$ cat config.mk
export PLATFORM = sky130hd
export DESIGN_NAME = set_tracker
export DESIGN_NICKNAME = d
export VERILOG_FILES = /design/src/verilog/rv_frame_pkg.sv /design/src/verilog/set_tracker.sv
export VERILOG_INCLUDE_DIRS = /design/src /design/src/verilog
export SDC_FILE = /design/constraint.sdc
export NUM_CORES = 1
export LEC_CHECK = 0
export BUFFER_PORTS_ARGS = -buffer_cell sky130_fd_sc_hd__buf_2
export CORE_MARGIN = 2
export CORE_UTILIZATION = 39
export DETAILED_ROUTE_END_ITERATION = 8
export GPL_TIMING_DRIVEN = 0
export PLACE_DENSITY = 0.84
export SYNTH_ARGS = -nofsm -noshare
export SYNTH_HDL_FRONTEND = slang
export SYNTH_SLANG_ARGS = --single-unit
export TNS_END_PERCENT = 30
$ cat constraint.sdc
create_clock -name clk -period 1.7 [get_ports clk]
set_input_delay 0.34 -clock clk [delete_from_list [all_inputs] [get_ports clk]]
set_output_delay 0.34 -clock clk [all_outputs]
set_load 0.05 [all_outputs]
$ cat src/verilog/rv_config.svh
`ifndef RV_CONFIG_SVH
`define RV_CONFIG_SVH

// ==========================================================================
// receiver sizing
// ==========================================================================

// copies per set. the pair flags and the vote mask are sized for five
`define RV_NUM_COPIES 5

// byte index of the copy ID within a frame, counting from 0
`define RV_ID_OFFSET 22

// payload bytes kept per copy, the rest is dropped
`define RV_BUF_DEPTH 256

// buffer address width, log2 of the depth
`define RV_ADDR_W 8

`endif

$ cat src/verilog/rv_frame_pkg.sv
`default_nettype none

`include "rv_config.svh"

package rv_frame_pkg;

	typedef logic [7:0] byte_t;
	typedef logic [2:0] copy_id_t;                    // 1..5 valid
	typedef logic [`RV_ADDR_W-1:0] addr_t;

	// one bit wider than addr_t so that overflow past the depth shows
	typedef logic [`RV_ADDR_W:0] pay_idx_t;

	// ======================================================================
	// parser output, one event per cycle
	// ======================================================================
	typedef struct packed {
		logic     id_valid;                           // ID byte this cycle
		copy_id_t id;
		logic     pay_valid;                          // payload byte this cycle
		pay_idx_t pay_idx;                            // saturates at all ones
		byte_t    data;
		logic     frame_end;                          // rx_en has dropped
	} frame_beat_t;

	// write into one copy buffer
	typedef struct packed {
		logic     we;
		copy_id_t id;
		addr_t    addr;
		byte_t    data;
	} buf_wr_t;

endpackage

`default_nettype wire

$ cat src/verilog/set_tracker.sv
`default_nettype none

`include "rv_config.svh"

module set_tracker import rv_frame_pkg::*; (
	input  logic        clk,
	input  logic        rst,
	input  frame_beat_t beat,
	input  logic        busy,
	output buf_wr_t     wr,
	output logic        set_close
);

	localparam copy_id_t LAST_ID = copy_id_t'(`RV_NUM_COPIES);

	copy_id_t cur_id;                                 // ID of the frame in flight
	copy_id_t max_id;                                 // 0 while the set is empty
	logic     accept;
	logic     id_ok;
	logic     in_range;

	assign id_ok    = (beat.id != '0) && (beat.id <= LAST_ID);
	assign in_range = beat.pay_idx < `RV_BUF_DEPTH;

	always_ff @(posedge clk) begin
		if (rst) begin
			cur_id    <= '0;
			max_id    <= '0;
			accept    <= 1'b0;
			set_close <= 1'b0;
			wr        <= '0;
		end else begin
			set_close <= 1'b0;

			// ID byte decides whether this frame joins the open set
			if (beat.id_valid) begin
				if (busy || set_close || !id_ok) begin
					accept <= 1'b0;           // readout running or bad ID
				end else if (beat.id <= max_id) begin
					accept    <= 1'b0;        // repeat or lower ID, close and drop
					max_id    <= '0;
					set_close <= 1'b1;
				end else begin
					accept <= 1'b1;
					cur_id <= beat.id;
					max_id <= beat.id;
				end
			end

			// last copy of a set closes it as soon as it ends
			if (beat.frame_end) begin
				accept <= 1'b0;
				if (accept && (cur_id == LAST_ID)) begin
					max_id    <= '0;
					set_close <= 1'b1;
				end
			end

			wr.we   <= accept && beat.pay_valid && in_range;
			wr.id   <= cur_id;
			wr.addr <= beat.pay_idx[`RV_ADDR_W-1:0];
			wr.data <= beat.data;
		end
	end

endmodule

`default_nettype wire

==> metrics.txt <==
status=finished, violations left; failing checks=setup timing; Seq/Total Area, Yosys=58.0%; clock root buffer=clkbuf_4; Critical Path Start Type=register; synthesized area=966 sq um; Mapped Nets=116; CTS tree=done; pwr/cell area=926 mW/mm^2; DP Area=0.00125 sq mm; CORE AREA=0.00241 sq mm; dominant cell type by area after synthesis=dfxtp_1; Leak Pwr=0.601 nW; MaxCap Viol Count=0; Vias=769; die width=53.8 um; CP endpoint kind=register; max-slew violation count=0; RSZ-0062 raised after global routing=yes; largest net degree at the start of global routing=16; min Tclk post-route=1.74 ns; Finished Cell Area=0.00129 sq mm; Ys Warns=0; total CTS buffers=3; Gate Count Post-Synth=87; I/O Buffers=46; vias in the first global route=699; row cnt=18; Chip Height=53.8 um; skew final=0.00195 ns; gpl congestion=0.720; final core utilization=53.7%; layout cells sized above 1=43.1%; post-synth top area share=58.0%; Worst-Skew Late Latency=0.31 ns; first-pass GRT wire length=2.88 mm; Area growth syn-to-layout=34.1%; dominant cells by area after synthesis=dfxtp_1 (58%), nor2b_1 (16%), ha_1 (3.9%); WP data required=1.92 ns; Design Power=1.20 mW; Detailed Route WL=1.80 mm; area of the multi-input gates=404 sq um; dpl hpwl=1.46 mm; die area=0.00289 sq mm; Hold Vio Cnt, Final=0; Sequential Area=564 sq um; WP data arrival=1.95 ns; Pre-Repair DR Iteration Count=4; routed wire length per instance=10.8 um; fmax=575 MHz; # fillers=237; via/cell ratio=4.60; layout net count=167; WHS=0.166 ns; Synth Register Bits=28; Post-CTS Setup Bufs=0; Antenna Violating Nets Remaining=0; Hold-fix buffers, CTS=0; Num Clock Sinks=28; DRT iter0 DRCs=5; CP Max Fanout=4; Longest Clk Path Bufs=2; mean post-synth cell area=11.1 sq um; Initial Util=40.1%; Ports=47; # setup viols final=3; initial antenna violation count=0; Setup CP Type=reg2reg; Slew @ Worst Pin=0.431 ns; Unique masters post-synth=22; final period utilization=102%; Hold WC Path Type=in2reg; GRT Util Overall=14.3%; Reg clk slew, reported paths=0.13 ns; VDD IR max=0.880 mV; Max H-tree Level=1; n_diodes=0; Max transition margin=71.3%; Remaining Overflow, GRT=0; drt drc=0; fin worst setup slack=-0.0377 ns
-- cells by family after synthesis --
group                    Yosys count  synth area share (%)
AO/OA/AOI/OAI                     11                  8.94
AND/OR/NAND/NOR                   36                  23.3
flip-flops                        28                  58.0
buffers and inverters              6                  2.33
adder cells (fa/ha/maj)            3                  3.89
multiplexers                       3                  3.50
-- cells in the final DEF (no fill, tap or decap) --
master     n
a211oi_2   1
a211oi_4   1
a21oi_1    2
a32o_1     3
a41oi_1    1
and2b_1    1
and2b_2    1
buf_2     46
clkbuf_1   2
clkbuf_4   3
clkbuf_8   1
dfxtp_1   27
dfxtp_4    1
ha_1       3
inv_1      4
mux2_2     3
nand2_1    1
nand3_1    1
nand4_1    1
nor2_1     2
nor2b_1   24
nor3_1     3
nor3b_4    1
o21a_1     1
o21ai_0    1
o21ai_1    1
or3b_4     1
-- critical path, cell delays in order, from the launching register on --
cell and delay, ns:
dfxtp_4 0.36, or3b_4 0.41, a211oi_4 0.20, nor3b_4 0.31, mux2_2 0.36
-- registers in the layout, summed over array words and instances, names as in the netlist --
register,cells
wr,20
cur_id,3
set_close,1
max_id,3
accept,1
-- worst paths after layout --
path / startpoint / endpoint / slack (ns) / depth (start not counted)
worst max-delay path: set_close / cur_id[0] / -0.04 / 4
worst max register to register: set_close / cur_id[0] / -0.04 / 4
worst min register to register: accept / wr[19] / 0.49 / 2
worst min-delay path: beat[17] / wr[19] / 0.17 / 2
-- synthesized netlist by cell type --
library cell   n
a211oi_1       1
o21a_1         1
nor3_1         3
and2b_2        1
nor2b_1       24
inv_1          4
a21oi_1        2
and2b_1        1
mux2_2         3
nand3_1        1
nand4_1        1
a41oi_1        1
nor3b_2        1
o21ai_0        2
a32o_1         3
clkbuf_1       2
or3b_1         1
a211oi_2       1
nor2_1         2
ha_1           3
nand2_1        1
dfxtp_1       28
-- report_power, final --
| part | switching (mW) | internal (mW) | total [mW] | leakage [nW] |
|---|---|---|---|---|
| logic | 0.136 | 0.0711 | 0.207 | 0.348 |
| registers | 0.00783 | 0.682 | 0.690 | 0.231 |
| clock network | 0.171 | 0.131 | 0.302 | 0.0210 |
-- routing by layer --
layer,vias up,routed length (um),track usage (%)
li1,391,-,-
met4,0,24,6.41
met5,-,0,0
met3,2,184,5.00
met1,345,675,13.9
met2,31,916,26.6
-- metrics by stage --
step                setup TNS [ns]  worst slack [ns]  instances
finish                      -0.112           -0.0377        167
global route                -0.327            -0.119        167
CTS                         -0.146           -0.0493        167
detailed placement          -0.981            -0.164        163
global placement            -0.635            -0.114        163
floorplan                 -0.00485          -0.00162         87
-- area by class of cell --
type                       count  area share, %
inverter                       4           1.16
timing repair buffer          46           17.8
buffer                         2          0.580
multi-input combinational     53           31.2
sequential                    28           43.6
tap                           30           2.90
clock buffer                   4           2.80
-- timing repair --
item | in CTS | in global routing
setup endpoints to repair | 6 | 6
pin swaps | 0 | 1
gates resized for setup | 1 | 2
(Power assumes the default switching activity.)
