$ cat src/verilog/rv_config.svh
`ifndef RV_CONFIG_SVH
`define RV_CONFIG_SVH

// ==========================================================================
// receiver sizing
// ==========================================================================

// copies per set. the pair flags and the vote mask are sized for five
`define RV_NUM_COPIES 5

// byte index of the copy ID within a frame, counting from 0
`define RV_ID_OFFSET 22

// payload bytes kept per copy, the rest is dropped
`define RV_BUF_DEPTH 256

// buffer address width, log2 of the depth
`define RV_ADDR_W 8

`endif

$ cat src/verilog/rv_frame_pkg.sv
`default_nettype none

`include "rv_config.svh"

package rv_frame_pkg;

	typedef logic [7:0] byte_t;
	typedef logic [2:0] copy_id_t;                    // 1..5 valid
	typedef logic [`RV_ADDR_W-1:0] addr_t;

	// one bit wider than addr_t so that overflow past the depth shows
	typedef logic [`RV_ADDR_W:0] pay_idx_t;

	// ======================================================================
	// parser output, one event per cycle
	// ======================================================================
	typedef struct packed {
		logic     id_valid;                           // ID byte this cycle
		copy_id_t id;
		logic     pay_valid;                          // payload byte this cycle
		pay_idx_t pay_idx;                            // saturates at all ones
		byte_t    data;
		logic     frame_end;                          // rx_en has dropped
	} frame_beat_t;

	// write into one copy buffer
	typedef struct packed {
		logic     we;
		copy_id_t id;
		addr_t    addr;
		byte_t    data;
	} buf_wr_t;

endpackage

`default_nettype wire

$ cat src/verilog/rv_vote_pkg.sv
`default_nettype none

`include "rv_config.svh"

package rv_vote_pkg;

	import rv_frame_pkg::*;

	localparam int NUM_PAIRS = `RV_NUM_COPIES * (`RV_NUM_COPIES - 1) / 2;

	typedef logic [`RV_NUM_COPIES-1:0] copy_mask_t;   // bit 0 is copy 1
	typedef logic [NUM_PAIRS-1:0] pair_flags_t;       // 12,13,14,15,23,...,45

	// five bytes read at one shared address, element 0 is copy 1
	typedef byte_t [`RV_NUM_COPIES-1:0] rd_word_t;

	// stored length, up to and including the full depth
	typedef logic [`RV_ADDR_W:0] len_t;
	typedef len_t [`RV_NUM_COPIES-1:0] len_arr_t;

	// ======================================================================
	// outcome of one vote
	// ======================================================================
	typedef struct packed {
		logic     found;                              // some copy qualified
		copy_id_t winner;                             // 1..5, 0 when lost
		len_t     win_len;                            // bytes to replay
	} vote_result_t;

endpackage

`default_nettype wire

$ cat src/verilog/pair_compare.sv
`default_nettype none

`include "rv_config.svh"

module pair_compare import rv_frame_pkg::*; import rv_vote_pkg::*; (
	input  logic         clk,
	input  logic         rst,
	input  rd_word_t     rd,
	input  logic         cmp_valid,
	input  logic         compare_last,
	input  copy_mask_t   present,
	input  len_arr_t     lengths,
	output vote_result_t result,
	output logic         result_valid
);

	pair_flags_t  flags;                              // byte agreement so far
	pair_flags_t  mismatch;
	pair_flags_t  pair_ok;                            // present and same length
	pair_flags_t  final_flags;
	len_t         cmp_idx;                            // address of the bytes in rd
	logic [2:0]   agree [`RV_NUM_COPIES];
	copy_mask_t   qualify;
	vote_result_t vote;

	// ======================================================================
	// pairwise checks, pair order 12,13,14,15,23,24,25,34,35,45
	// ======================================================================
	always_comb begin
		int p;
		p = 0;
		mismatch = '0;
		pair_ok  = '0;
		for (int i = 0; i < `RV_NUM_COPIES; i++) begin
			for (int j = i + 1; j < `RV_NUM_COPIES; j++) begin
				pair_ok[p]  = present[i] && present[j] && (lengths[i] == lengths[j]);
				mismatch[p] = (rd[i] != rd[j]) &&
				              (cmp_idx < lengths[i]) && (cmp_idx < lengths[j]);
				p = p + 1;
			end
		end
	end

	assign final_flags = flags & pair_ok;

	// agreements per copy, lowest qualifying copy wins
	always_comb begin
		int p;
		p = 0;
		for (int c = 0; c < `RV_NUM_COPIES; c++)
			agree[c] = '0;
		for (int i = 0; i < `RV_NUM_COPIES; i++) begin
			for (int j = i + 1; j < `RV_NUM_COPIES; j++) begin
				if (final_flags[p]) begin
					agree[i] = agree[i] + 1'b1;
					agree[j] = agree[j] + 1'b1;
				end
				p = p + 1;
			end
		end
		for (int c = 0; c < `RV_NUM_COPIES; c++)
			qualify[c] = agree[c] >= 3'd2;
		vote = '0;
		for (int c = `RV_NUM_COPIES - 1; c >= 0; c--) begin
			if (qualify[c]) begin
				vote.found   = 1'b1;
				vote.winner  = copy_id_t'(c + 1);
				vote.win_len = lengths[c];
			end
		end
	end

	always_ff @(posedge clk) begin
		if (rst) begin
			flags        <= '1;
			cmp_idx      <= '0;
			result_valid <= 1'b0;
		end else begin
			result_valid <= compare_last;
			if (compare_last) begin
				flags   <= '1;                    // ready for the next set
				cmp_idx <= '0;
			end else if (cmp_valid) begin
				flags   <= flags & ~mismatch;
				cmp_idx <= cmp_idx + 1'b1;
			end
		end
	end

	always_ff @(posedge clk) begin
		if (compare_last)
			result <= vote;
	end

endmodule

`default_nettype wire

$ cat config.mk
export PLATFORM = sky130hd
export DESIGN_NAME = pair_compare
export DESIGN_NICKNAME = d
export VERILOG_FILES = /design/src/verilog/rv_frame_pkg.sv /design/src/verilog/rv_vote_pkg.sv /design/src/verilog/pair_compare.sv
export VERILOG_INCLUDE_DIRS = /design/src /design/src/verilog
export SDC_FILE = /design/constraint.sdc
export NUM_CORES = 1
export LEC_CHECK = 0
export BUFFER_PORTS_ARGS = -buffer_cell sky130_fd_sc_hd__clkbuf_2
export CORE_UTILIZATION = 53
export CTS_CLUSTER_DIAMETER = 50
export DETAILED_ROUTE_END_ITERATION = 10
export PLACE_DENSITY = 0.77
export SYNTH_ARGS = -nofsm -noshare
export SYNTH_HDL_FRONTEND = slang
export SYNTH_SLANG_ARGS = --single-unit
$ cat constraint.sdc
create_clock -name clk -period 7.95 [get_ports clk]
set_input_delay 0.795 -clock clk [delete_from_list [all_inputs] [get_ports clk]]
set_output_delay 0.795 -clock clk [all_outputs]
set_load 0.01 [all_outputs]
==> run metrics <==
status completed; die span in y 103.9 um; critical path's slowest cell nor4_1; clk sinks 33; final instance area 0.005916 mm^2; FP Rows 36; Final Hold Fails 0; Pwr Density ~95 mW/mm^2; I/O Pins between 100 and 150; crit path cell chain clkbuf_2 -> xnor2_1 -> nand4_1 -> nor4_1 -> ha_1 -> nand2_1 -> or4_1 -> xnor2_1 -> nor3_1 -> a31oi_2 -> buf_4 -> nand2b_1 -> o221ai_1; Crit Path Max Fanout 21; Synthesis Warnings 0; VDD IR-drop max between 0.06 and 0.07 mV; CTS Buf Count 5; worst reg-to-reg path cell count 11; Max-Cap Viols 0; RR Endpoint result[8]; TNS Setup 0 ns; Worst Hold Class reg -> reg; total iterations of the first detailed-routing run 7; crit share post-route between 50 and 60%; commonest cells after routing, fill and taps aside xnor2_1 (150), clkbuf_2 (107), inv_1 (56); WL/cell between 15 and 20 um; adder-cell share of the synthesized area between 10% and 20%; total grt overflow 0; Synth area leaders xnor2_1 (24%), ha_1 (13%), dfxtp_1 (7.3%), edfxtp_1 (7.1%), nand4_1 (5.6%); number of hold buffers added after CTS 0; mux cell area share after synthesis between 3 and 4%; skew final approximately 0.014 ns; largest family of logic cells by synthesized area XOR/XNOR gates; crit path capture result[8]; largest net degree at the start of global routing 22; CTS Root Cell clkbuf_8; ANT nets after route 0; share of cells above drive strength 1 between 10% and 20%; most used cell, CP xnor2_1; Initial Utilization a little under three fifths; setup bufs post-CTS 0; cell area after synthesis 0.005503 mm^2; GR Util All Layers 31.14%; Clock Latency Late Sink about 0.30 ns; die area 0.01079 mm^2; crit path from lengths[20]; worst r2r src flags[1]; sequential fraction of the synthesis area between 10 and 15%; relative slew slack 49.78%; CP startpoint kind input port; dpl cell area 0.005809 mm^2; Mapped Nets between 800 and 900; most common cell after layout, fill and taps aside xnor2_1; first-iteration detailed-routing DRC count about 290; fin crit period roughly 4.3 ns; #FFs+latches synth 33; Yosys top cell by area xnor2_1; slowest stage delay, CP roughly 0.7 ns; drt drc 0; DP HPWL about 14000 um; Area Overhead vs Synth 7.503%; Post-Synth Simple-Gate Area 15.60%; CP Class in -> reg; Port Buffers roughly 110; Layout Utilization 59.70%; worst path required time 7.97 ns; Synth Area in XOR/XNOR between 20% and 30%; Netlist cell types 52; antenna cells 0; Critical Path AT 4.30 ns; compound-gate portion of the synthesized area 13.21%; initial antenna violation count 0; mean post-synth cell area 8.176 um^2; Vias between 4k and 5k; pins over their slew limit 0; global-route wire length before repair about 27000 um; core outline area just under 0.01 mm^2; Worst Setup End Kind flip-flop; Final setup viols 0; CTS tree done; H-tree depth 2; nets@finish around 860; LEAKAGE ~2.6 nW; Multi-input gate area between 0.004 and 0.005 mm^2; vias per inst just under 6; die span in x ~100 um; Placer Congestion about 0.94; fillers around 940; RSZ-0062 raised after global routing false; final WL about 16000 um; r2r setup slk roughly 4.4 ns; Slew @ Worst Pin ~0.75 ns; gate count after technology mapping around 670; fmax about 230 MHz; CTS clk-pin slew, worst paths 0.08 ns; register area ~790 um^2; area fraction of the dominant cell type after synthesis between 20% and 30%; PostCTS Resize Cnt 0; Longest Clk Path Bufs 2; vias in the first global route slightly above 5k
-- cells in the mapped netlist, drive strengths merged --
cell	count
a211oi	1
o32a	3
o31ai	2
and3	2
a221o	1
o221ai	12
buf	46
o211ai	3
or3	8
inv	56
or2	1
nand3	8
o21ba	1
nand3b	2
a21oi	8
nor2b	5
a21boi	1
dfxtp	20
mux2i	3
xor2	29
o21a	5
a22oi	9
nand2	33
nor3	6
a31oi	2
nand4	49
xnor2	155
a2111oi	2
ha	55
nand2b	7
nor4	12
edfxtp	13
o21bai	3
or4	5
clkbuf	34
a21o	19
mux2	9
o21ai	17
nor2	21
o22a	3
o31a	2
-- per-layer routing --
layer | GRT usage [%] | vias to the layer above | share of wire [%] | wire length [um]
met2 | 51.38 | 222 | 47 | 7776
li1 | - | 2362 | - | -
met5 | 0 | - | 0 | 0
met3 | 3.571 | 36 | 6.5 | 1074
met4 | 11.02 | 0 | 2.9 | 475
met1 | 41.84 | 2338 | 43 | 7163
-- worst min-delay path by stage --
| stage | from | end | cells past startpoint |
|---|---|---|---|
| 3_5_place_dp | flags[9] | flags[9] | 1 |
| 3_3_place_gp | flags[8] | flags[8] | 1 |
| 6_report | flags[9] | flags[9] | 1 |
| 4_1_cts | flags[9] | flags[9] | 1 |
| 2_1_floorplan | flags[9] | flags[9] | 1 |
| 5_1_grt | flags[6] | flags[6] | 1 |
-- layout make-up --
type	count	share of cell area, %
Timing Repair Buffer	108	9.179
Inverter	56	3.553
Clock inverter	2	0.5711
Tap cell	133	2.813
Multi-Input combinational cell	504	69.29
Clock buffer	6	1.227
Sequential cell	33	13.37
-- sequential cells by signal, summed over array words and instances, names as in the netlist --
signal,cells
result_valid,1
result,13
flags,10
cmp_idx,9
-- power by group --
part | internal, W | switching [W]
combinational | 0.0000912 | 0.000121
sequential | 0.000182 | 0.00000373
clock | 0.0000927 | 0.0000696
-- worst max-delay path, delay by kind of cell --
family	cells	cell delay, ns
AND/OR/NAND/NOR	6	1.97
XOR/XNOR	2	0.44
AO/OA/AOI/OAI	2	0.33
adder cells (fa/ha/maj)	1	0.29
buffers and inverters	2	0.46
-- through the flow --
stage	cells	hold slack [ns]	setup WS [ns]	power, W
after detailed placement	834	0.4421	3.397	0.0003991
after global routing	842	0.4814	3.290	0.0005843
after floorplan	673	0.4261	4.151	0.0003398
after CTS	842	0.4616	3.681	0.0005580
final	842	0.4566	3.668	0.0005605
after global placement	834	0.4364	3.379	0.0003964
-- cells by family (layout without fill, tap and decap cells) --
kind of cell | after synthesis | in the layout
compound gates | 94 | 94
xor+xnor | 184 | 184
fa+ha+maj | 55 | 55
buf+inv | 136 | 172
flops | 33 | 33
mux | 12 | 12
simple gates | 159 | 159
(Power assumes the default switching activity.)
