===== src/verilog/rv_config.svh =====
`ifndef RV_CONFIG_SVH
`define RV_CONFIG_SVH

// ==========================================================================
// receiver sizing
// ==========================================================================

// copies per set. the pair flags and the vote mask are sized for five
`define RV_NUM_COPIES 5

// byte index of the copy ID within a frame, counting from 0
`define RV_ID_OFFSET 22

// payload bytes kept per copy, the rest is dropped
`define RV_BUF_DEPTH 256

// buffer address width, log2 of the depth
`define RV_ADDR_W 8

`endif


===== src/verilog/rv_frame_pkg.sv =====
`default_nettype none

`include "rv_config.svh"

package rv_frame_pkg;

	typedef logic [7:0] byte_t;
	typedef logic [2:0] copy_id_t;                    // 1..5 valid
	typedef logic [`RV_ADDR_W-1:0] addr_t;

	// one bit wider than addr_t so that overflow past the depth shows
	typedef logic [`RV_ADDR_W:0] pay_idx_t;

	// ======================================================================
	// parser output, one event per cycle
	// ======================================================================
	typedef struct packed {
		logic     id_valid;                           // ID byte this cycle
		copy_id_t id;
		logic     pay_valid;                          // payload byte this cycle
		pay_idx_t pay_idx;                            // saturates at all ones
		byte_t    data;
		logic     frame_end;                          // rx_en has dropped
	} frame_beat_t;

	// write into one copy buffer
	typedef struct packed {
		logic     we;
		copy_id_t id;
		addr_t    addr;
		byte_t    data;
	} buf_wr_t;

endpackage

`default_nettype wire


===== src/verilog/rv_vote_pkg.sv =====
`default_nettype none

`include "rv_config.svh"

package rv_vote_pkg;

	import rv_frame_pkg::*;

	localparam int NUM_PAIRS = `RV_NUM_COPIES * (`RV_NUM_COPIES - 1) / 2;

	typedef logic [`RV_NUM_COPIES-1:0] copy_mask_t;   // bit 0 is copy 1
	typedef logic [NUM_PAIRS-1:0] pair_flags_t;       // 12,13,14,15,23,...,45

	// five bytes read at one shared address, element 0 is copy 1
	typedef byte_t [`RV_NUM_COPIES-1:0] rd_word_t;

	// stored length, up to and including the full depth
	typedef logic [`RV_ADDR_W:0] len_t;
	typedef len_t [`RV_NUM_COPIES-1:0] len_arr_t;

	// ======================================================================
	// outcome of one vote
	// ======================================================================
	typedef struct packed {
		logic     found;                              // some copy qualified
		copy_id_t winner;                             // 1..5, 0 when lost
		len_t     win_len;                            // bytes to replay
	} vote_result_t;

endpackage

`default_nettype wire


===== src/verilog/readout_sequencer.sv =====
`default_nettype none

`include "rv_config.svh"

module readout_sequencer import rv_frame_pkg::*; import rv_vote_pkg::*; (
	input  logic         clk,
	input  logic         rst,
	input  logic         set_close,
	input  rd_word_t     rd,
	input  len_arr_t     lengths,
	input  vote_result_t result,
	input  logic         result_valid,
	output addr_t        rd_addr,
	output logic         cmp_valid,
	output logic         compare_last,
	output logic         clear,
	output logic         busy,
	output logic         out_valid,
	output byte_t        out_data,
	output logic         lost
);

	typedef enum logic [2:0] {
		S_IDLE,
		S_COMPARE,
		S_WAIT_RES,
		S_REPLAY,
		S_FINISH
	} state_t;

	state_t     state;
	len_t       cnt;                                  // read address counter
	len_t       max_len;
	logic       end_cmp;
	logic       cmp_last_d;
	logic       rep_d;                                // replay byte in rd
	logic [2:0] win_sel;

	always_comb begin
		max_len = '0;
		for (int c = 0; c < `RV_NUM_COPIES; c++)
			if (lengths[c] > max_len)
				max_len = lengths[c];
	end

	assign rd_addr = cnt[`RV_ADDR_W-1:0];
	assign end_cmp = (state == S_COMPARE) &&
	                 ((max_len == '0) || (cnt == max_len - 1'b1));
	assign busy    = state != S_IDLE;
	assign clear   = state == S_FINISH;
	assign win_sel = result.winner - 1'b1;

	// ======================================================================
	// compare pass, then replay of the winning copy
	// ======================================================================
	always_ff @(posedge clk) begin
		if (rst) begin
			state        <= S_IDLE;
			cnt          <= '0;
			cmp_valid    <= 1'b0;
			cmp_last_d   <= 1'b0;
			compare_last <= 1'b0;
			rep_d        <= 1'b0;
			out_valid    <= 1'b0;
			lost         <= 1'b0;
		end else begin
			cmp_valid    <= (state == S_COMPARE) && (cnt < max_len); // lines up with rd
			cmp_last_d   <= end_cmp;
			compare_last <= cmp_last_d;           // after the last cmp_valid
			rep_d        <= state == S_REPLAY;
			out_valid    <= rep_d;
			lost         <= 1'b0;
			case (state)
				S_IDLE: begin
					cnt <= '0;
					if (set_close)
						state <= S_COMPARE;
				end
				S_COMPARE: begin
					if (end_cmp)
						state <= S_WAIT_RES;
					else
						cnt <= cnt + 1'b1;
				end
				S_WAIT_RES: begin
					cnt <= '0;
					if (result_valid) begin
						if (result.found) begin
							state <= S_REPLAY;
						end else begin
							lost  <= 1'b1;    // no copy has two supporters
							state <= S_FINISH;
						end
					end
				end
				S_REPLAY: begin
					if (cnt == result.win_len - 1'b1)
						state <= S_FINISH;
					else
						cnt <= cnt + 1'b1;
				end
				S_FINISH: state <= S_IDLE;
				default:  state <= S_IDLE;
			endcase
		end
	end

	always_ff @(posedge clk) begin
		if (rep_d)
			out_data <= rd[win_sel];
	end

endmodule

`default_nettype wire


===== config.mk =====
export PLATFORM = sky130hd
export DESIGN_NAME = readout_sequencer
export DESIGN_NICKNAME = d
export VERILOG_FILES = /design/src/verilog/rv_frame_pkg.sv /design/src/verilog/rv_vote_pkg.sv /design/src/verilog/readout_sequencer.sv
export VERILOG_INCLUDE_DIRS = /design/src /design/src/verilog
export SDC_FILE = /design/constraint.sdc
export NUM_CORES = 1
export LEC_CHECK = 0
export BUFFER_PORTS_ARGS = -buffer_cell sky130_fd_sc_hd__buf_2
export CORE_MARGIN = 3
export CORE_UTILIZATION = 37
export CTS_CLUSTER_SIZE = 30
export DETAILED_ROUTE_END_ITERATION = 6
export PLACE_DENSITY = 0.57
export SYNTH_ARGS = -nofsm -noshare
export SYNTH_HDL_FRONTEND = slang
export SYNTH_SLANG_ARGS = --single-unit
export TNS_END_PERCENT = 1

===== constraint.sdc =====
create_clock -name clk -period 16.33 [get_ports clk]
set_input_delay 4.0825 -clock clk [delete_from_list [all_inputs] [get_ports clk]]
set_output_delay 4.0825 -clock clk [all_outputs]
set_load 0.005 [all_outputs]

==> results, run 1 <==
- The flow ran to the end, and the final reports show no timing, DRC or antenna violations.
- The most used flip-flop cell after synthesis is sky130_fd_sc_hd__dfxtp_1.
- The critical path starts at lengths[6].
- The final clock period utilization by the worst path is 0.744.
- The global router's overall resource usage is 0.179.
- The share of Yosys cell area claimed by the top area cell type is 0.162.
- The core area is between 9000 and 10,000 sq um.
- The maximum operating frequency is 0.0823 GHz.
- The combinational share of power is 0.736.
- The path category of the worst min-delay check is register to register.
- By instance count, the leading cell after synthesis is sky130_fd_sc_hd__ha_1.
- The number of antenna violations at the first check in global routing is 0.
- The slew at the pin closest to its max-slew limit is 0.979 ns.
- In this run the deepest clock path goes through 2 buffers.
- The global-route wire length before repair is about 17 mm.
- The number of diodes is 0.
- Of the synthesized area, sequential elements account for 0.156.
- In this run the remaining antenna-violating nets after routing total 0.
- Sorting the synthesized cells by area gives the leading types as sky130_fd_sc_hd__ha_1, sky130_fd_sc_hd__dfxtp_1, sky130_fd_sc_hd__edfxtp_1, sky130_fd_sc_hd__a21oi_1, sky130_fd_sc_hd__mux2i_1.
- The die area is between 10,000 and 15,000 sq um.
- The critical path in this run is classified as input port to register.
- At the later pin of the worst-skew pair, clock insertion delay measures around 0.27 ns.
- The number of gates resized after CTS was 0.
- The sum of routed wire length over all layers is approximately 11 mm.
- Setup slack on the worst reg-to-reg path comes out at about 14 ns.
- The CTS H-tree depth is 1.
- The floorplan step set the die height to around 110 microns.
- The delay contributed by the slowest stage of the critical path is about 0.57 ns.
- The total count of hold-check failures in the final report came to 0.
- The number of max-slew violations in the final report is 0.
- The worst setup path is captured at a register.
- The CTS tree is done.
- The TritonCTS buffer count is 3.
- The area added between synthesis and finish is 17.3%.
- Counting flops with a built-in enable in the synthesized netlist gives 8.
- The endpoint required time on the critical path is approximately 16 ns.
- In this run, synthesis produced a sequential element count of 26.
- The number of nets in the layout is between 700 and 800.
- The internal power is around 0.00021 W.
- Among all stages on the critical path, the largest delay is contributed by sky130_fd_sc_hd__a211oi_4.
- The detailed router placed roughly 3,800 vias in this run.
- The post-layout minimum cycle time is 12.15 ns.
- For this run the aggregate overflow at the end of global routing stands at 0.
- Final hold analysis gives a worst-case slack of around 0.44 ns.
- The power density over the cells is ~90 nW/um^2.
- The timing endpoint of the critical path is cnt[7].
- By count the netlist is led by sky130_fd_sc_hd__ha_1, sky130_fd_sc_hd__nand2_1, sky130_fd_sc_hd__a21oi_1.
- Summed over all nets, the half-perimeter wirelength after detailed placement is roughly 9.3 mm.
- The worst setup path is launched from an input port.
- In the routed layout, each cell is associated on average with a via count of 5.37.
- The via count of the first global-routing pass is around 3,700.
- For this block, the initial DRC count from the detailed router was 203.
- The clock-pin slew of the registers on the worst-case setup and hold paths is 0.09 ns.
- The net load switching power is between 0.00015 and 0.0002 W.
- Counting the fill cells in the layout gives 1,044.
- The number of rows created at floorplan is 36.
- Of the total power, the clock network draws 0.092.
- The per-instance average area after synthesis is between 8 and 9 sq um.
- The share of cells above drive strength 1 is 0.294.
- Yosys printed 0 warnings.
- Along the worst path, the maximum fanout reaches 22.
- The number of stages on the worst hold path is 1.
- The depth of the worst register-to-register path is 10.
- Pin placement for this block handled 124 I/O pins.
- Synthesis produced a netlist with a net count of 631.
- Entering global routing, the biggest net connects 23 pins.
- The most common cell type on the critical path is sky130_fd_sc_hd__ha_1.
- The number of unique standard cell types used by synthesis is 80.
- The analysis attributes to cell leakage a power of about 2.1 nW.
- The tool flagged a number of max-cap violations equal to 0.
- The synthesized cell area is just under 4000 sq um.
- The worst vdd rail ir drop is around 36 uV.
- Setup repair after global routing left no endpoint under its margin.
- The root buffer cell is sky130_fd_sc_hd__clkbuf_8.
- The setup fix buffers added after clock tree synthesis is 0.
- The detailed-route wire length per cell is about 15 microns.
- Of the total power, registers draw 0.173.
- Counting every sink on the clock net gives 26.
- Routability-driven placement finished with a final weighted congestion of around 0.92.
- Setup violations remaining at the end of the flow were counted as 0.
- The die span in x is 108 microns.
- The effective utilization at floorplan is 0.387.
- The accumulated negative setup slack is 0 ns.
- Of the total power, the share spent switching nets is 0.469.
- The arrival time of data at the critical path endpoint is around 12 ns.
- Across the routed clock network, the largest skew measured is about 0.0021 ns.
- After clock tree synthesis, the flow added hold-fix buffers numbering 0.
- The length of the first detailed-routing pass in iterations is 4.
- The quantity of I/O buffers inserted on ports is between 100 and 150.
- Measured against its own limit, the worst slew margin works out to 0.342.
- After synthesis, the share of flip-flops with an asynchronous set or reset is 0.
- The endpoint of the worst register-to-register path is cnt[8].
- The synthesized netlist cell count is about 480.
- In the routed design, unresolved DRC markers number 0.
- In this run the critical register-to-register path is launched from cnt[8].
- The synthesized design spends more area on one cell type than any other, namely sky130_fd_sc_hd__ha_1.
through the flow:
| step | instance area [sq um] | power, W | utilization | setup WS [ns] | cells |
|---|---|---|---|---|---|
| floorplan | 3850 | 0.000300 | - | 4.52 | 479 |
| global placement | 4480 | 0.000359 | 0.450 | 4.04 | 710 |
| detailed placement | 4480 | 0.000363 | 0.450 | 3.89 | 710 |
| CTS | 4520 | 0.000402 | 0.454 | 4.17 | 714 |
| global route | 4520 | 0.000442 | 0.454 | 3.49 | 714 |
| finish | 4520 | 0.000400 | 0.454 | 4.18 | 714 |
kinds of logic after synthesis:
logic type               share of synthesized area
AO/OA/AOI/OAI                                0.270
XOR/XNOR                                    0.0546
adder cells (fa/ha/maj)                      0.162
buffers and inverters                       0.0714
flip-flops                                   0.156
multiplexers                                0.0487
AND/OR/NAND/NOR                              0.237
worst min path at each step:
stage                          start            to  slack (ns)
after floorplan           cmp_last_d  compare_last        0.41
after global placement    cmp_last_d  compare_last        0.42
after detailed placement  cmp_last_d  compare_last        0.43
after CTS                 cmp_last_d  compare_last        0.45
after global routing      cmp_last_d  compare_last        0.48
final                     cmp_last_d  compare_last        0.44
registers in the layout, summed over array words and instances, names as in the netlist:
signal and cells:
cnt 9, out_data 8, state 3, cmp_last_d 1, cmp_valid 1, compare_last 1
lost 1, out_valid 1, rep_d 1
worst max-delay path: cells and delay by family:
family	cells	cell delay, ns
fa+ha+maj	4	1.28
mux	1	0.48
compound gates	17	4.08
simple gates	11	2.23
buf+inv	2	0.14
per-layer routing:
metal	share of wire	vias to the layer above	GRT usage
met5	0	-	0
met4	0.0096	0	0.0280
met3	0.053	11	0.0239
met2	0.49	114	0.317
met1	0.45	1732	0.237
li1	-	1978	-
cell type report:
cell class / count / area (sq um) / area share
Clock buffer: 4 / 45.0 / 0.00996
Tap cell: 133 / 166 / 0.0368
Inverter: 29 / 109 / 0.0241
Multi-Input combinational cell: 398 / 2980 / 0.658
Sequential cell: 26 / 601 / 0.133
Timing Repair Buffer: 124 / 623 / 0.138
power groups by stage:
stage / registers [W] / logic [W] / clock network (W)
final: 0.0000692 / 0.000295 / 0.0000367
after global routing: 0.0000694 / 0.000331 / 0.0000418
after global placement: 0.0000707 / 0.000289 / 0
after detailed placement: 0.0000707 / 0.000293 / 0
after floorplan: 0.0000702 / 0.000230 / 0
after CTS: 0.0000692 / 0.000295 / 0.0000379
placed cells by master (no fill, tap or decap), drive strengths merged, types with 11 or more instances in the layout:
cell | Yosys | layout
a211oi | 11 | 11
a21oi | 33 | 33
and3 | 12 | 12
buf | 15 | 124
dfxtp | 18 | 18
ha | 50 | 50
inv | 29 | 29
mux2i | 18 | 18
nand2 | 40 | 40
nand3 | 11 | 11
nor2 | 34 | 34
nor3 | 11 | 11
o21a | 12 | 12
o21ai | 28 | 28
o31ai | 15 | 15
xnor2 | 14 | 14
Power figures use the tool's default switching activity.
==> run 2: changes to the inputs <==
--- a/config.mk
+++ b/config.mk
@@ -11,7 +11,7 @@
 export CORE_UTILIZATION = 37
 export CTS_CLUSTER_SIZE = 30
 export DETAILED_ROUTE_END_ITERATION = 6
-export PLACE_DENSITY = 0.57
+export PLACE_DENSITY = 0.6
 export SYNTH_ARGS = -nofsm -noshare
 export SYNTH_HDL_FRONTEND = slang
 export SYNTH_SLANG_ARGS = --single-unit
==> constraint.sdc (replaced) <==
create_clock -name clk -period 10 [get_ports clk]
set_input_delay 2.5 -clock clk [delete_from_list [all_inputs] [get_ports clk]]
set_output_delay 2.5 -clock clk [all_outputs]
set_load 0.005 [all_outputs]
==> run 2 against run 1 <==
  * Critical path type unchanged
  * Largest cell class unchanged
  * Routed wire length up 11%
  * Flip-flop and latch count stayed put
  * Largest power group unchanged
  * First-iteration DRC count down 12%
  * Critical path depth increased by 4
  * Setup slack got worse by 4.0 ns
==> results, run 2 (synthesized netlist as in run 1, its figures left out) <==
- The run finished with clean final reports.
- The number of DRC violations after detailed routing is 0.
- The pin count of the biggest net entering global routing is 18.
- The violation count after the first detailed-route iteration is between 150 and 200.
- The number of max-slew violations in the final report is 0.
- The max-slew headroom at the worst pin is 0.254.
- The root buffer cell is sky130_fd_sc_hd__clkbuf_8.
- The number of nets in the layout is 817.
- The detailed-route vias per instance is roughly 5.3.
- The largest registers in the layout are cnt x9, out_data x8, state x3.
- The depth of the worst register-to-register path is 10.
- Of all nets on the critical path, the largest fanout is 8.
- The commonest non-fill, non-tap cell in the layout is sky130_fd_sc_hd__buf_2.
- The endpoint of the worst register-to-register path is cnt[5].
- The chip height is between 100 and 150 microns.
- Timing would allow up to just over 0.1 GHz.
- Power spread over the standard cell area amounts to about 160 nW/um^2.
- Data on the critical path arrives at its endpoint at 10.00 ns.
- Pin placement for this block handled approximately 120 I/O pins.
- 0 antenna diodes ended up in the layout.
- The die is between 100 and 150 microns wide.
- The area added between synthesis and finish is 45.6%.
- STA classifies the critical path startpoint as an input port.
- The later pin in the worst-skew pair is clocked with a latency of about 0.27 ns.
- The number of rows created at floorplan is 36.
- The endpoint type of the worst setup path is a register.
- The most common cell type on the critical path is sky130_fd_sc_hd__buf_4.
- Once detail routing completed, the nets flagged for antenna violations numbered 0.
- The worst hold path begins at cmp_last_d.
- Clock skew on the completed layout was measured at around 0.0023 ns.
- The path class of the tightest hold or removal check is register to register.
- The clock net in this run drives a total of 26 sinks.
- The total congestion overflow after global routing is 0.
- For this block, the routed nets add up to 12.0 mm of wire.
- The longest clock path from root to sink contains 2 buffers.
- The floorplan step defined a die boundary enclosing between 10,000 and 15,000 sq um.
- The placed instances occupy a cell area of 4990 sq um.
- The slack of the worst reg-to-reg path is about 7.3 ns.
- In the final layout, the share of cells above drive strength 1 is 0.459.
- For the pin with the worst max-slew slack, the measured transition is ~1.1 ns.
- After legalization and detailed placement, the total HPWL measured approximately 9.6 mm.
- The total count of hold-check failures in the final report is 0.
- The length of the first detailed-routing pass in iterations is 4.
- The accumulated negative setup slack is 0 ns.
- For this configuration, the core starts out at a cell density of 0.387.
- The detailed-route wire length per cell is approximately 15 microns.
- The register with the most flip-flops in the layout has 9 of them.
- The count of endpoints failing setup in the final report is 0.
- For this run, the total global-route usage over all layers was measured as 0.190.
- The via count of the first global-routing pass is roughly 4,000.
- The filler cell count is 911.
- The post-layout minimum cycle time is roughly 9.8 ns.
- Buffers inserted during clock tree synthesis total 3.
- The CTS H-tree depth is 1.
- Of the available clock period, the critical path in the final layout requires 0.983.
- The congestion estimate from routability-driven global placement came to 0.860.
- The number of vias after detailed routing is between 4,000 and 5,000.
- The worst vdd rail ir drop is roughly 65 uV.
- The largest single stage delay on the critical path is between 0.4 and 0.5 ns.
- Port buffering added between 100 and 150 buffers.
- Clock-pin slew was measured on the worst setup and hold paths at approximately 0.09 ns.
- The CTS tree is done.
- The final cell area excluding filler cells is 5610 sq um.
- The final-layout worst hold slack is roughly 0.46 ns.
- The analysis attributes to cell leakage a power of ~2.6 nW.
- The reported max-cap violation count is 0.
- Ranked by flip-flop count, first place goes to cnt.
- The global-route wire length before repair is between 15 and 20 mm.
- Among all stages on the critical path, the largest delay is contributed by sky130_fd_sc_hd__a221o_2.
- For the worst setup path, the data required time is 10.16 ns.
- The origin of the critical flop-to-flop path is cnt[8].
- The start-to-end type of the worst setup path is input port to register.
- The number of antenna violations at the first check in global routing came to 0.
- The top cell types in the final layout, fill and taps aside, are sky130_fd_sc_hd__buf_2, sky130_fd_sc_hd__buf_4, sky130_fd_sc_hd__ha_1, sky130_fd_sc_hd__nand2_1, sky130_fd_sc_hd__nor2_1.
- After floorplanning, the core was sized to cover 9950 sq um.
- The hold-critical path endpoint is compare_last.
- Counting instances, the worst hold path has a depth of 1.
- Setup repair after global routing could not meet its margin everywhere.
-- run 2: changes by cell type in the layout (fill, tap and decap cells not counted), moves of 10 or more --
cell,previous run,this run
sky130_fd_sc_hd__ha_4,0,10
sky130_fd_sc_hd__ha_1,50,40
sky130_fd_sc_hd__a21oi_1,33,22
sky130_fd_sc_hd__a21oi_2,0,11
sky130_fd_sc_hd__buf_4,1,75
-- run 2: layout make-up --
type,instances,area [sq um],area share
timing repair buffer,205,1300,0.231
tap,133,166,0.0297
clock buffer,3,41.3,0.00736
multi-input combinational,400,3360,0.600
inverter,29,109,0.0194
sequential,26,601,0.107
clock inverter,1,30.0,0.00535
-- run 2: worst max-delay path by stage --
stage                          start     end  slack [ns]  depth (start not counted)
final                     lengths[1]  cnt[6]        0.17                         39
after global routing      lengths[1]  cnt[6]       -0.12                         43
after CTS                 lengths[8]  cnt[6]        0.01                         39
after detailed placement  lengths[8]  cnt[6]       -0.36                         35
after global placement    lengths[8]  cnt[6]       -0.27                         35
after floorplan           lengths[8]  cnt[6]        0.04                         40
-- run 2: critical path: cells and delay by family --
kind,cells,cell delay (ns)
multiplexers,2,0.37
buffers and inverters,8,1.10
AO/OA/AOI/OAI,11,2.51
AND/OR/NAND/NOR,14,2.38
adder cells (fa/ha/maj),4,1.16
-- run 2: power by group --
part           switching [W]  leakage (nW)  internal, W
Combinational       0.000339          2.33     0.000359
Sequential        0.00000225         0.219     0.000111
Clock              0.0000335        0.0357    0.0000535
Total               0.000375          2.58     0.000523
-- run 2: stage by stage --
stage,util,cells,worst slack (ns),total power (W)
finish,0.563,797,0.166,0.000898
global route,0.563,797,-0.117,0.000977
CTS,0.509,779,0.0149,0.000800
detailed placement,0.501,775,-0.359,0.000710
global placement,0.501,775,-0.265,0.000699
floorplan,-,479,0.0352,0.000495
-- run 2: routing by layer --
metal	vias up	GRT usage	wire length, microns
met5	-	0	0
met4	0	0.0216	102
met3	9	0.0203	596
met2	123	0.344	5950
met1	1960	0.251	5310
li1	2157	-	-
-- run 2: repair_timing --
item                                    4_1_cts  5_1_grt
endpoints found under the setup margin        6       13
hold endpoints to repair                      0        0
hold buffers                                  0        0
gates cloned                                  0        3
gates resized for setup                       3       65
pin swaps                                     0       39
setup buffers                                 0       16
